File: config.mk
export PLATFORM = sky130hd
export DESIGN_NAME = memory_game
export DESIGN_NICKNAME = d
export VERILOG_FILES = /design/src/hw/memory_game_pkg.sv /design/src/hw/game_control.sv /design/src/hw/play_timer.sv /design/src/hw/sequence_counters.sv /design/src/hw/sequence_rom.sv /design/src/hw/key_capture.sv /design/src/hw/memory_game.sv
export VERILOG_INCLUDE_DIRS = /design/src /design/src/include
export SDC_FILE = /design/constraint.sdc
export NUM_CORES = 1
export LEC_CHECK = 0
export BUFFER_PORTS_ARGS = -buffer_cell sky130_fd_sc_hd__buf_2
export CAP_MARGIN = 10
export CORE_MARGIN = 2
export CORE_UTILIZATION = 56
export DETAILED_ROUTE_END_ITERATION = 7
export PLACE_DENSITY = 0.79
export SYNTH_ARGS = -nofsm -noshare
export SYNTH_HDL_FRONTEND = slang
export SYNTH_SLANG_ARGS = --single-unit
File: constraint.sdc
create_clock -name clock -period 1.8 [get_ports clock]
set_input_delay 0.09 -clock clock [delete_from_list [all_inputs] [get_ports clock]]
set_output_delay 0.09 -clock clock [all_outputs]
set_load 0.01 [all_outputs]
File: src/include/memory_game_params.svh
`ifndef MEMORY_GAME_PARAMS_SVH
`define MEMORY_GAME_PARAMS_SVH

// --------------------------------------------------
// data widths
// --------------------------------------------------
`define MG_KEY_WIDTH 4      // one pattern on the four key switches
`define MG_INDEX_WIDTH 4    // round number or sequence address

// --------------------------------------------------
// game size and timing
// --------------------------------------------------
`define MG_SEQ_LENGTH 16    // rounds per game, also rom depth

// timeout counter, must hold MG_TIMEOUT_CYCLES-1
`define MG_TIMER_WIDTH 12
`define MG_TIMEOUT_CYCLES 3000  // wait cycles before the player loses

`endif

File: src/hw/memory_game_pkg.sv
`default_nettype none

`include "memory_game_params.svh"

package memory_game_pkg;

  // --------------------------------------------------
  // vector types
  // --------------------------------------------------
  typedef logic [`MG_KEY_WIDTH-1:0] key_t;          // switch pattern or led pattern
  typedef logic [`MG_INDEX_WIDTH-1:0] index_t;      // round or address
  typedef logic [`MG_TIMER_WIDTH-1:0] timer_count_t;

  // --------------------------------------------------
  // control states
  // --------------------------------------------------
  // codes match the old debug display digits
  typedef enum logic [3:0] {
    idle        = 4'h0,
    wait_key    = 4'h1,  // waiting for a press, timer running
    round_start = 4'h2,
    prepare     = 4'h3,
    store_key   = 4'h4,
    compare     = 4'h5,
    next_key    = 4'h6,
    round_end   = 4'h7,
    next_round  = 4'h8,
    timed_out   = 4'hB,
    won         = 4'hD,
    lost        = 4'hE
  } game_state_t;

endpackage

`default_nettype wire

File: src/hw/game_control.sv
`timescale 1ns/100ps
`default_nettype none

module game_control (
  input  logic clock,
  input  logic reset,
  input  logic start,
  input  logic key_pulse,       // new press seen
  input  logic key_match,       // stored key equals rom entry
  input  logic round_complete,  // address reached round
  input  logic last_round,
  input  logic timeout,
  output logic clear_address,
  output logic count_address,
  output logic clear_round,
  output logic count_round,
  output logic clear_key,
  output logic store_key,
  output logic clear_timer,
  output logic count_timer,
  output logic done,
  output logic won,
  output logic lost,
  output logic timed_out
);
  import memory_game_pkg::*;

  game_state_t state;
  game_state_t state_next;

  // --------------------------------------------------
  // state register
  // --------------------------------------------------
  always_ff @(posedge clock or posedge reset) begin
    if (reset) begin
      state <= idle;
    end else begin
      state <= state_next;
    end
  end

  // --------------------------------------------------
  // next state
  // --------------------------------------------------
  // some state names clash with port names, hence the scoped references
  always_comb begin
    state_next = state;
    case (state)
      idle:        state_next = start ? prepare : idle;
      prepare:     state_next = round_start;
      round_start: state_next = wait_key;
      wait_key: begin
        // timeout wins over a press in the same cycle
        if (timeout) begin
          state_next = memory_game_pkg::timed_out;
        end else if (key_pulse) begin
          state_next = memory_game_pkg::store_key;
        end
      end
      memory_game_pkg::store_key: state_next = compare;
      compare: begin
        if (!key_match) begin
          state_next = memory_game_pkg::lost;
        end else if (round_complete) begin
          state_next = round_end;   // whole round entered
        end else begin
          state_next = next_key;
        end
      end
      next_key:    state_next = wait_key;
      round_end:   state_next = last_round ? memory_game_pkg::won : next_round;
      next_round:  state_next = round_start;
      // terminal states, start begins a new game
      memory_game_pkg::lost,
      memory_game_pkg::won,
      memory_game_pkg::timed_out: state_next = start ? prepare : state;
      default:     state_next = idle;  // unused codes
    endcase
  end

  // --------------------------------------------------
  // moore outputs
  // --------------------------------------------------
  assign clear_address = (state == idle) || (state == prepare) || (state == round_start);
  assign count_address = (state == next_key);
  assign clear_round   = (state == idle) || (state == prepare);
  assign count_round   = (state == next_round);
  assign clear_key     = (state == idle) || (state == prepare);
  assign store_key     = (state == memory_game_pkg::store_key);
  assign count_timer   = (state == wait_key);    // timer only runs while waiting
  assign clear_timer   = (state == idle) || (state == prepare) ||
                         (state == round_start) || (state == next_key);

  // result flags
  assign won       = (state == memory_game_pkg::won);
  assign timed_out = (state == memory_game_pkg::timed_out);
  assign lost      = (state == memory_game_pkg::lost) || timed_out;  // timeout counts as a loss
  assign done      = won || lost;

endmodule

`default_nettype wire

File: src/hw/play_timer.sv
`timescale 1ns/100ps
`default_nettype none

`include "memory_game_params.svh"

module play_timer #(
  parameter int timeout_cycles = `MG_TIMEOUT_CYCLES
) (
  input  logic clock,
  input  logic reset,
  input  logic clear_timer,   // synchronous clear
  input  logic count_timer,
  output logic timeout
);
  import memory_game_pkg::*;

  localparam timer_count_t last_count = timer_count_t'(timeout_cycles - 1);

  timer_count_t count;

  always_ff @(posedge clock or posedge reset) begin
    if (reset) begin
      count <= '0;
    end else if (clear_timer) begin
      count <= '0;
    end else if (count_timer) begin
      if (count == last_count) begin
        count <= '0;   // wrap at terminal count
      end else begin
        count <= count + timer_count_t'(1);
      end
    end
  end

  assign timeout = (count == last_count);  // terminal count flag

endmodule

`default_nettype wire

File: src/hw/sequence_counters.sv
`timescale 1ns/100ps
`default_nettype none

`include "memory_game_params.svh"

module sequence_counters (
  input  logic                    clock,
  input  logic                    reset,
  input  logic                    clear_address,
  input  logic                    count_address,
  input  logic                    clear_round,
  input  logic                    count_round,
  output memory_game_pkg::index_t address,         // position inside the round
  output memory_game_pkg::index_t round,           // current round number
  output logic                    round_complete,
  output logic                    last_round
);
  import memory_game_pkg::*;

  // --------------------------------------------------
  // address counter
  // --------------------------------------------------
  always_ff @(posedge clock or posedge reset) begin
    if (reset) begin
      address <= '0;
    end else if (clear_address) begin
      address <= '0;
    end else if (count_address) begin
      address <= address + index_t'(1);
    end
  end

  // --------------------------------------------------
  // round counter
  // --------------------------------------------------
  always_ff @(posedge clock or posedge reset) begin
    if (reset) begin
      round <= '0;
    end else if (clear_round) begin
      round <= '0;
    end else if (count_round) begin
      round <= round + index_t'(1);
    end
  end

  // flags straight from the counter values
  assign round_complete = (address == round);                         // entries 0..round done
  assign last_round     = (round == index_t'(`MG_SEQ_LENGTH - 1));

endmodule

`default_nettype wire

File: src/hw/sequence_rom.sv
`timescale 1ns/100ps
`default_nettype none

module sequence_rom (
  input  logic                  clock,
  input  memory_game_pkg::index_t address,      // compare port
  input  memory_game_pkg::index_t round,        // display port
  output memory_game_pkg::key_t expected_key,
  output memory_game_pkg::key_t display_key
);
  import memory_game_pkg::*;

  // fixed key sequence, one-hot patterns for the four switches
  function automatic key_t rom_entry(input index_t index);
    case (index)
      4'h0: rom_entry = 4'h1;
      4'h1: rom_entry = 4'h2;
      4'h2: rom_entry = 4'h4;
      4'h3: rom_entry = 4'h8;
      4'h4: rom_entry = 4'h4;
      4'h5: rom_entry = 4'h2;
      4'h6: rom_entry = 4'h1;
      4'h7: rom_entry = 4'h1;
      4'h8: rom_entry = 4'h2;
      4'h9: rom_entry = 4'h2;
      4'hA: rom_entry = 4'h4;
      4'hB: rom_entry = 4'h4;
      4'hC: rom_entry = 4'h8;
      4'hD: rom_entry = 4'h8;
      4'hE: rom_entry = 4'h1;
      4'hF: rom_entry = 4'h4;
    endcase
  endfunction

  // --------------------------------------------------
  // registered read ports
  // --------------------------------------------------
  always_ff @(posedge clock) begin
    expected_key <= rom_entry(address);  // checked against the stored key
  end

  always_ff @(posedge clock) begin
    display_key <= rom_entry(round);     // newest entry of the round, to leds
  end

endmodule

`default_nettype wire

File: src/hw/key_capture.sv
`timescale 1ns/100ps
`default_nettype none

module key_capture (
  input  logic                  clock,
  input  logic                  reset,
  input  logic                  clear_key,
  input  logic                  store_key,
  input  memory_game_pkg::key_t keys,          // raw switches
  input  memory_game_pkg::key_t expected_key,  // from the rom
  output logic                  key_pulse,
  output logic                  key_match
);
  import memory_game_pkg::*;

  logic any_key;
  logic any_key_q;    // first sample
  logic any_key_qq;   // one cycle older
  key_t key_reg;

  assign any_key = |keys;

  // --------------------------------------------------
  // press edge detector
  // --------------------------------------------------
  always_ff @(posedge clock or posedge reset) begin
    if (reset) begin
      any_key_q  <= 1'b0;
      any_key_qq <= 1'b0;
    end else begin
      any_key_q  <= any_key;
      any_key_qq <= any_key_q;
    end
  end

  assign key_pulse = any_key_q && !any_key_qq;  // one pulse per press, held keys ignored

  // --------------------------------------------------
  // key register
  // --------------------------------------------------
  always_ff @(posedge clock) begin
    if (clear_key) begin
      key_reg <= '0;
    end else if (store_key) begin
      key_reg <= keys;   // keys still held here
    end
  end

  assign key_match = (key_reg == expected_key);

endmodule

`default_nettype wire

File: src/hw/memory_game.sv
`timescale 1ns/100ps
`default_nettype none

`include "memory_game_params.svh"

module memory_game #(
  parameter int timeout_cycles = `MG_TIMEOUT_CYCLES
) (
  input  logic                  clock,
  input  logic                  reset,
  input  logic                  start,
  input  memory_game_pkg::key_t keys,
  output memory_game_pkg::key_t leds,   // newest entry of the round
  output logic                  done,
  output logic                  won,
  output logic                  lost,
  output logic                  timed_out
);
  import memory_game_pkg::*;

  // control strobes
  logic clear_address;
  logic count_address;
  logic clear_round;
  logic count_round;
  logic clear_key;
  logic store_key;
  logic clear_timer;
  logic count_timer;

  // status back to control
  logic key_pulse;
  logic key_match;
  logic round_complete;
  logic last_round;
  logic timeout;

  // datapath
  index_t address;
  index_t round;
  key_t   expected_key;

  // --------------------------------------------------
  // control
  // --------------------------------------------------
  game_control u_game_control (
    .clock          (clock),
    .reset          (reset),
    .start          (start),
    .key_pulse      (key_pulse),
    .key_match      (key_match),
    .round_complete (round_complete),
    .last_round     (last_round),
    .timeout        (timeout),
    .clear_address  (clear_address),
    .count_address  (count_address),
    .clear_round    (clear_round),
    .count_round    (count_round),
    .clear_key      (clear_key),
    .store_key      (store_key),
    .clear_timer    (clear_timer),
    .count_timer    (count_timer),
    .done           (done),
    .won            (won),
    .lost           (lost),
    .timed_out      (timed_out)
  );

  play_timer #(
    .timeout_cycles (timeout_cycles)
  ) u_play_timer (
    .clock       (clock),
    .reset       (reset),
    .clear_timer (clear_timer),
    .count_timer (count_timer),
    .timeout     (timeout)
  );

  // --------------------------------------------------
  // datapath
  // --------------------------------------------------
  sequence_counters u_sequence_counters (
    .clock          (clock),
    .reset          (reset),
    .clear_address  (clear_address),
    .count_address  (count_address),
    .clear_round    (clear_round),
    .count_round    (count_round),
    .address        (address),
    .round          (round),
    .round_complete (round_complete),
    .last_round     (last_round)
  );

  sequence_rom u_sequence_rom (
    .clock        (clock),
    .address      (address),
    .round        (round),
    .expected_key (expected_key),
    .display_key  (leds)          // display port drives the board leds
  );

  key_capture u_key_capture (
    .clock        (clock),
    .reset        (reset),
    .clear_key    (clear_key),
    .store_key    (store_key),
    .keys         (keys),
    .expected_key (expected_key),
    .key_pulse    (key_pulse),
    .key_match    (key_match)
  );

endmodule

`default_nettype wire

# Word-level counts from Yosys, hierarchy flattened
# Memory sizes are Yosys's and may differ from the RTL's. A register that Yosys moved wholly into a read port is not among the register bits.
# Index checks and enable logic that the tools add are counted.
# Widths: inputs -> output; s select.
# totals
out_inout_bits	8
memories	2
in_bits	7
rom_bits	128
ff_bits	30
elab_cells	60
# op_classes
n_mux	15
n_addsub	3
n_eq_ne	17
n_reduce_logical	16
# memory_table
name	depth	word_bits	rd	rd_ports_with_merged_regs	write_ports	line	text
(no name shown)	16	4	1	1	0	sequence_rom.sv:15	case (index)
(no name shown)	16	4	1	1	0	sequence_rom.sv:15	
# ops
operator	n
$mux 12	3
$mux 4	8
$pmux 4 s8	1
$eq 4x4->1 const B	5
$eq 4x3->1 const B	4
$add 12x1->12 const B	1
$eq 12x12->1 const B	1
$add 4x1->4 const B	2
$eq 4x2->1 const B	2
$eq 4x4->1	2
$reduce_bool 2->1	3
$logic_or 1x1->1	5
$eq 4x1->1 const B	1
$logic_not 4->1	1
$reduce_or 2->1	2
$reduce_or 4->1	1
$mux 3	1
$ne 3x1->1 const B	1
$reduce_or 3->1	1
$mux 2	1
$ne 2x2->1 const B	1
$reduce_and 2->1	1
$logic_and 1x1->1	1
$logic_not 1->1	1
$mux 1	1

# Longest topological paths before layout
# logic_depth
ltp_word	5
mapped_depth	7
ltp_nobuf	6

# Cells and area by module
# Synthesis repeated with hierarchy kept, for this count alone.
# hier_totals
cells_unflattened	235
area_unflattened_um2	2238.4
# by_module_without_submodules
module	n_inst	area_per_inst_um2	cells_per_inst	seq_area_each_um2
play_timer	1	673.1	73	300.3
game_control	1	553.0	65	100.1
sequence_counters	1	436.7	39	200.2
sequence_rom	1	326.6	35	160.2
key_capture	1	249.0	23	130.1

# Worst setup path after synthesis
# OpenSTA, ideal clock, no wires.
# synth_timing
path_type	register -> register
from	register u_play_timer.count[0]
to	register u_game_control.state[0]
synth_period_minus_slack_ps	1575
slack_ps	225
required_time_ps	1667
setup_ps	133
path_stages_with_launch	7
t_arrival_ps	1442
path_buffers	0
cell_sequence	dfrtp_1 ha_1 nand3_1 nor3_4 a32o_1 nor4_1 o21ai_0
# synth_between
elab_chain_len	3
elab_cells_between_ends	5
classes_between	2 x eq/ne; 2 x mux; 1 x reduce/logical
# synth_rtl
item	line	text
from (decl)	play_timer.sv:19	timer_count_t count;
from (signal assigned)	play_timer.sv:30	count <= count + timer_count_t'(1);
$eq 12x12->1 (*)	play_timer.sv:35	assign timeout = (count == last_count);
$mux 4 / $ne 3x1->1 (equally long branches)	--	
$pmux 4 s8 / $reduce_and 2->1 (equally long branches)	--	
to (signal assigned)	game_control.sv:36	state <= idle;
to (signal assigned)	game_control.sv:38	state <= state_next;
to (decl)	game_control.sv:28	game_state_t state;
# Every way passes the cells marked *; elsewhere a longest branch is shown, timed or not.
# A chain may end at the register's enable or synchronous reset.

# Final worst setup path
# layout_timing
from	register u_game_control.state[1]
to	register u_play_timer.count[11]
# layout_between
elab_chain_len	5
elab_cells_between_ends	10
classes_between	4 x eq/ne; 1 x mux; 5 x reduce/logical
# layout_rtl
item	line	text
$eq 4x2->1 / $logic_not 4->1 (equally long branches)	game_control.sv:91	assign clear_timer = (state == idle) || (state == prepare) ||
$logic_or 1x1->1 (2 in a row)	game_control.sv:91	
$logic_or 1x1->1	game_control.sv:92	(state == round_start) || (state == next_key);
$mux 12 / $reduce_bool 2->1 (equally long branches)	--	
# Parallel ways exist; a longest one is shown, timed or not.

==> flow_summary.toml <==
[die]
die_area_sq_um = 4500
coreArea_sq_um = 3740
dieWidth_um = 67.1
num_io_pins = 15
rows = 22
start_util = 0.596
die_h_um = 67.1

[timing]
min_period_ns = 1.71
grt_setup_unrepaired = "no"
slew_violations = 0
period_share = 0.948
hold_viol = 0
clock_skew_ns = 0.00515
worst_slew_pin_slew_ns = 0.442
fmax_mhz = 586
relSlewSlack = 0.703
setup_violations = 0
tns_ns = 0

[cells_and_area]
n_fill_cell = 310
drive_gt1_frac = 0.205
area_growth_pct = 14.8
final_cell_mix = "nand2_1, o21ai_0, dfrtp_1, buf_4, inv_1"
finalNetCount = 290
diodes = 0
largest_register_ffs = 12
layout_commonest_cell = "nand2_1"
regMostFlops = "u_play_timer.count"

[power]
irDropWorstVdd_v = 0.000820
finalPower_uw = 3390
p_leak_uw = 0.00107
power_density_nw_per_um2 = 1330

[synth]
syn_inst = 246
ys_ff_latch = 38
yosysSeqAreaShare = 0.399
ys_types = 47
avgSynthCellArea_sq_um = 9.07
syn_area_sq_um = 2230
yosys_warnings = 0
synth_nets = 264
ys.flop_type = "dfrtp_1"
synth_edf_count = 0
async_flop_share = 0.684

[setup_path]
cp-start-kind = "flop"
cp.required_ns = 2.02
startpoint = "u_game_control.state[1]"
worst_path_max_delay_cell = "dfrtp_2"
cp_cell_sequence = "nor4b_4, o31ai_4, buf_12, or3_1, o21ai_2"
cpPeakStageDelay_ns = 0.47
setup.worst_path.class = "flop to flop"
path_max_fanout = 10
timing.critical_path.to_type = "flop"
timing.rr.start = "u_game_control.state[1]"
worstPathArrival_ns = 1.93

[clocking]
ctsLongestPathBuffers = 2
root_buffer = "clkbuf_8"
clkLatencyLatePin_ns = 0.29
htreeDepth = 2
cts.sinks = 38
clk_pin_slew_ns = 0.07
cts_made_buffers = 5
cts_tree = "yes"

[drt]
drtIter0Drc = 160
wl_per_cell_um = 14.7
postRouteAntennaNets = 0
dr.pass1.iters = 5
routed_wl_um = 4700
vias = 1862
vias_per_cell = 5.80
drc_errors = 0

[place]
portBuffers = 14
hpwlAfterDp_um = 3280
place_congestion = 0.836

[global_route]
grt.total_usage = 0.243
grt_pass1_wl_um = 8150
grt.overflow.total = 0
antenna_found_initial = 0
grt_pass1_vias = 1776
grt_max_degree = 27

[job]
cap_violations = 0

[worst_hold_path]
hold_path.startpoint = "keys[3]"
hold_class = "input pin to flop"

[status]
status = "finished clean"
per-layer routing:
metal,track usage,vias to the layer above,wire (um)
met1,0.323,874,2230
li1,-,922,-
met4,0.0969,0,59
met5,0,-,0
met2,0.394,61,2160
met3,0.0405,5,255
synthesized netlist by cell type (all sizes together) (6+ instances only):
cell,n,share of area
a21oi,9,0.020
a22o,8,0.031
buf,9,0.025
clkbuf,6,0.010
dfrtp,26,0.29
dfxtp,12,0.11
ha,11,0.062
inv,15,0.025
nand2,31,0.052
nand3,13,0.029
nor2,14,0.025
o21ai,29,0.067
o31ai,8,0.033
xnor2,10,0.039
critical path: cells and delay by family (launching register included):
kind	cells	cell delay, ns
AO/OA/AOI/OAI	2	0.21
buffers and inverters	1	0.16
flip-flops	1	0.47
AND/OR/NAND/NOR	2	0.80
area by class of cell:
cell class,instances,area (sq um),area share
Multi-Input combinational cell,178,1220,0.478
Sequential cell,38,893,0.349
Timing Repair Buffer,34,235,0.0919
Clock buffer,7,86.3,0.0337
Tap cell,48,60.1,0.0235
Inverter,15,56.3,0.0220
Clock inverter,1,5.00,0.00196
path summary, 6_finish.rpt:
| path | end | slack (ns) | cells past startpoint |
|---|---|---|---|
| min in group asynchronous | u_play_timer.count[8] | 0.39 | 4 |
| max in group asynchronous | u_game_control.state[3] | 1.13 | 4 |
| setup reg to reg | u_play_timer.count[11] | 0.09 | 5 |
| hold reg to reg | u_key_capture.any_key_qq | 0.40 | 0 |
| hold / removal | u_key_capture.any_key_q | 0.005 | 2 |
| setup / recovery | u_play_timer.count[11] | 0.09 | 5 |
power by group:
part           total (uW)  switching, uW  internal, uW  leakage [uW]
logic                1570            882           686      0.000583
clock network         607            298           309     0.0000482
registers            1220            200          1020      0.000442
total                3390           1380          2010       0.00107
kinds of logic after synthesis:
group	count (synthesis)	share of synthesized area
compound gates	66	0.197
xor+xnor	12	0.0471
fa+ha+maj	11	0.0617
buf+inv	30	0.0606
flops	38	0.399
mux	4	0.0292
simple gates	85	0.205
through the flow:
stage	instances	hold WS [ns]	util	instance area, sq um	worst slack (ns)
global route	321	0.0160	0.684	2560	0.00583
finish	321	0.00496	0.684	2560	0.0944
detailed placement	308	0.165	0.640	2390	0.0144
global placement	308	0.170	0.640	2390	0.135
floorplan	246	0.130	-	2230	0.225
CTS	318	0.00542	0.672	2520	0.0326
repair_timing:
action / 4_1_cts / 5_1_grt
hold endpoints to repair: 26 / 0
pin swaps: 1 / 1
resized for setup: 0 / 7
endpoints found under the setup margin: 2 / 13
hold buffers: 1 / 0
buffers inserted: 1 / 3
No activity file was read; power rests on OpenSTA's default activity.
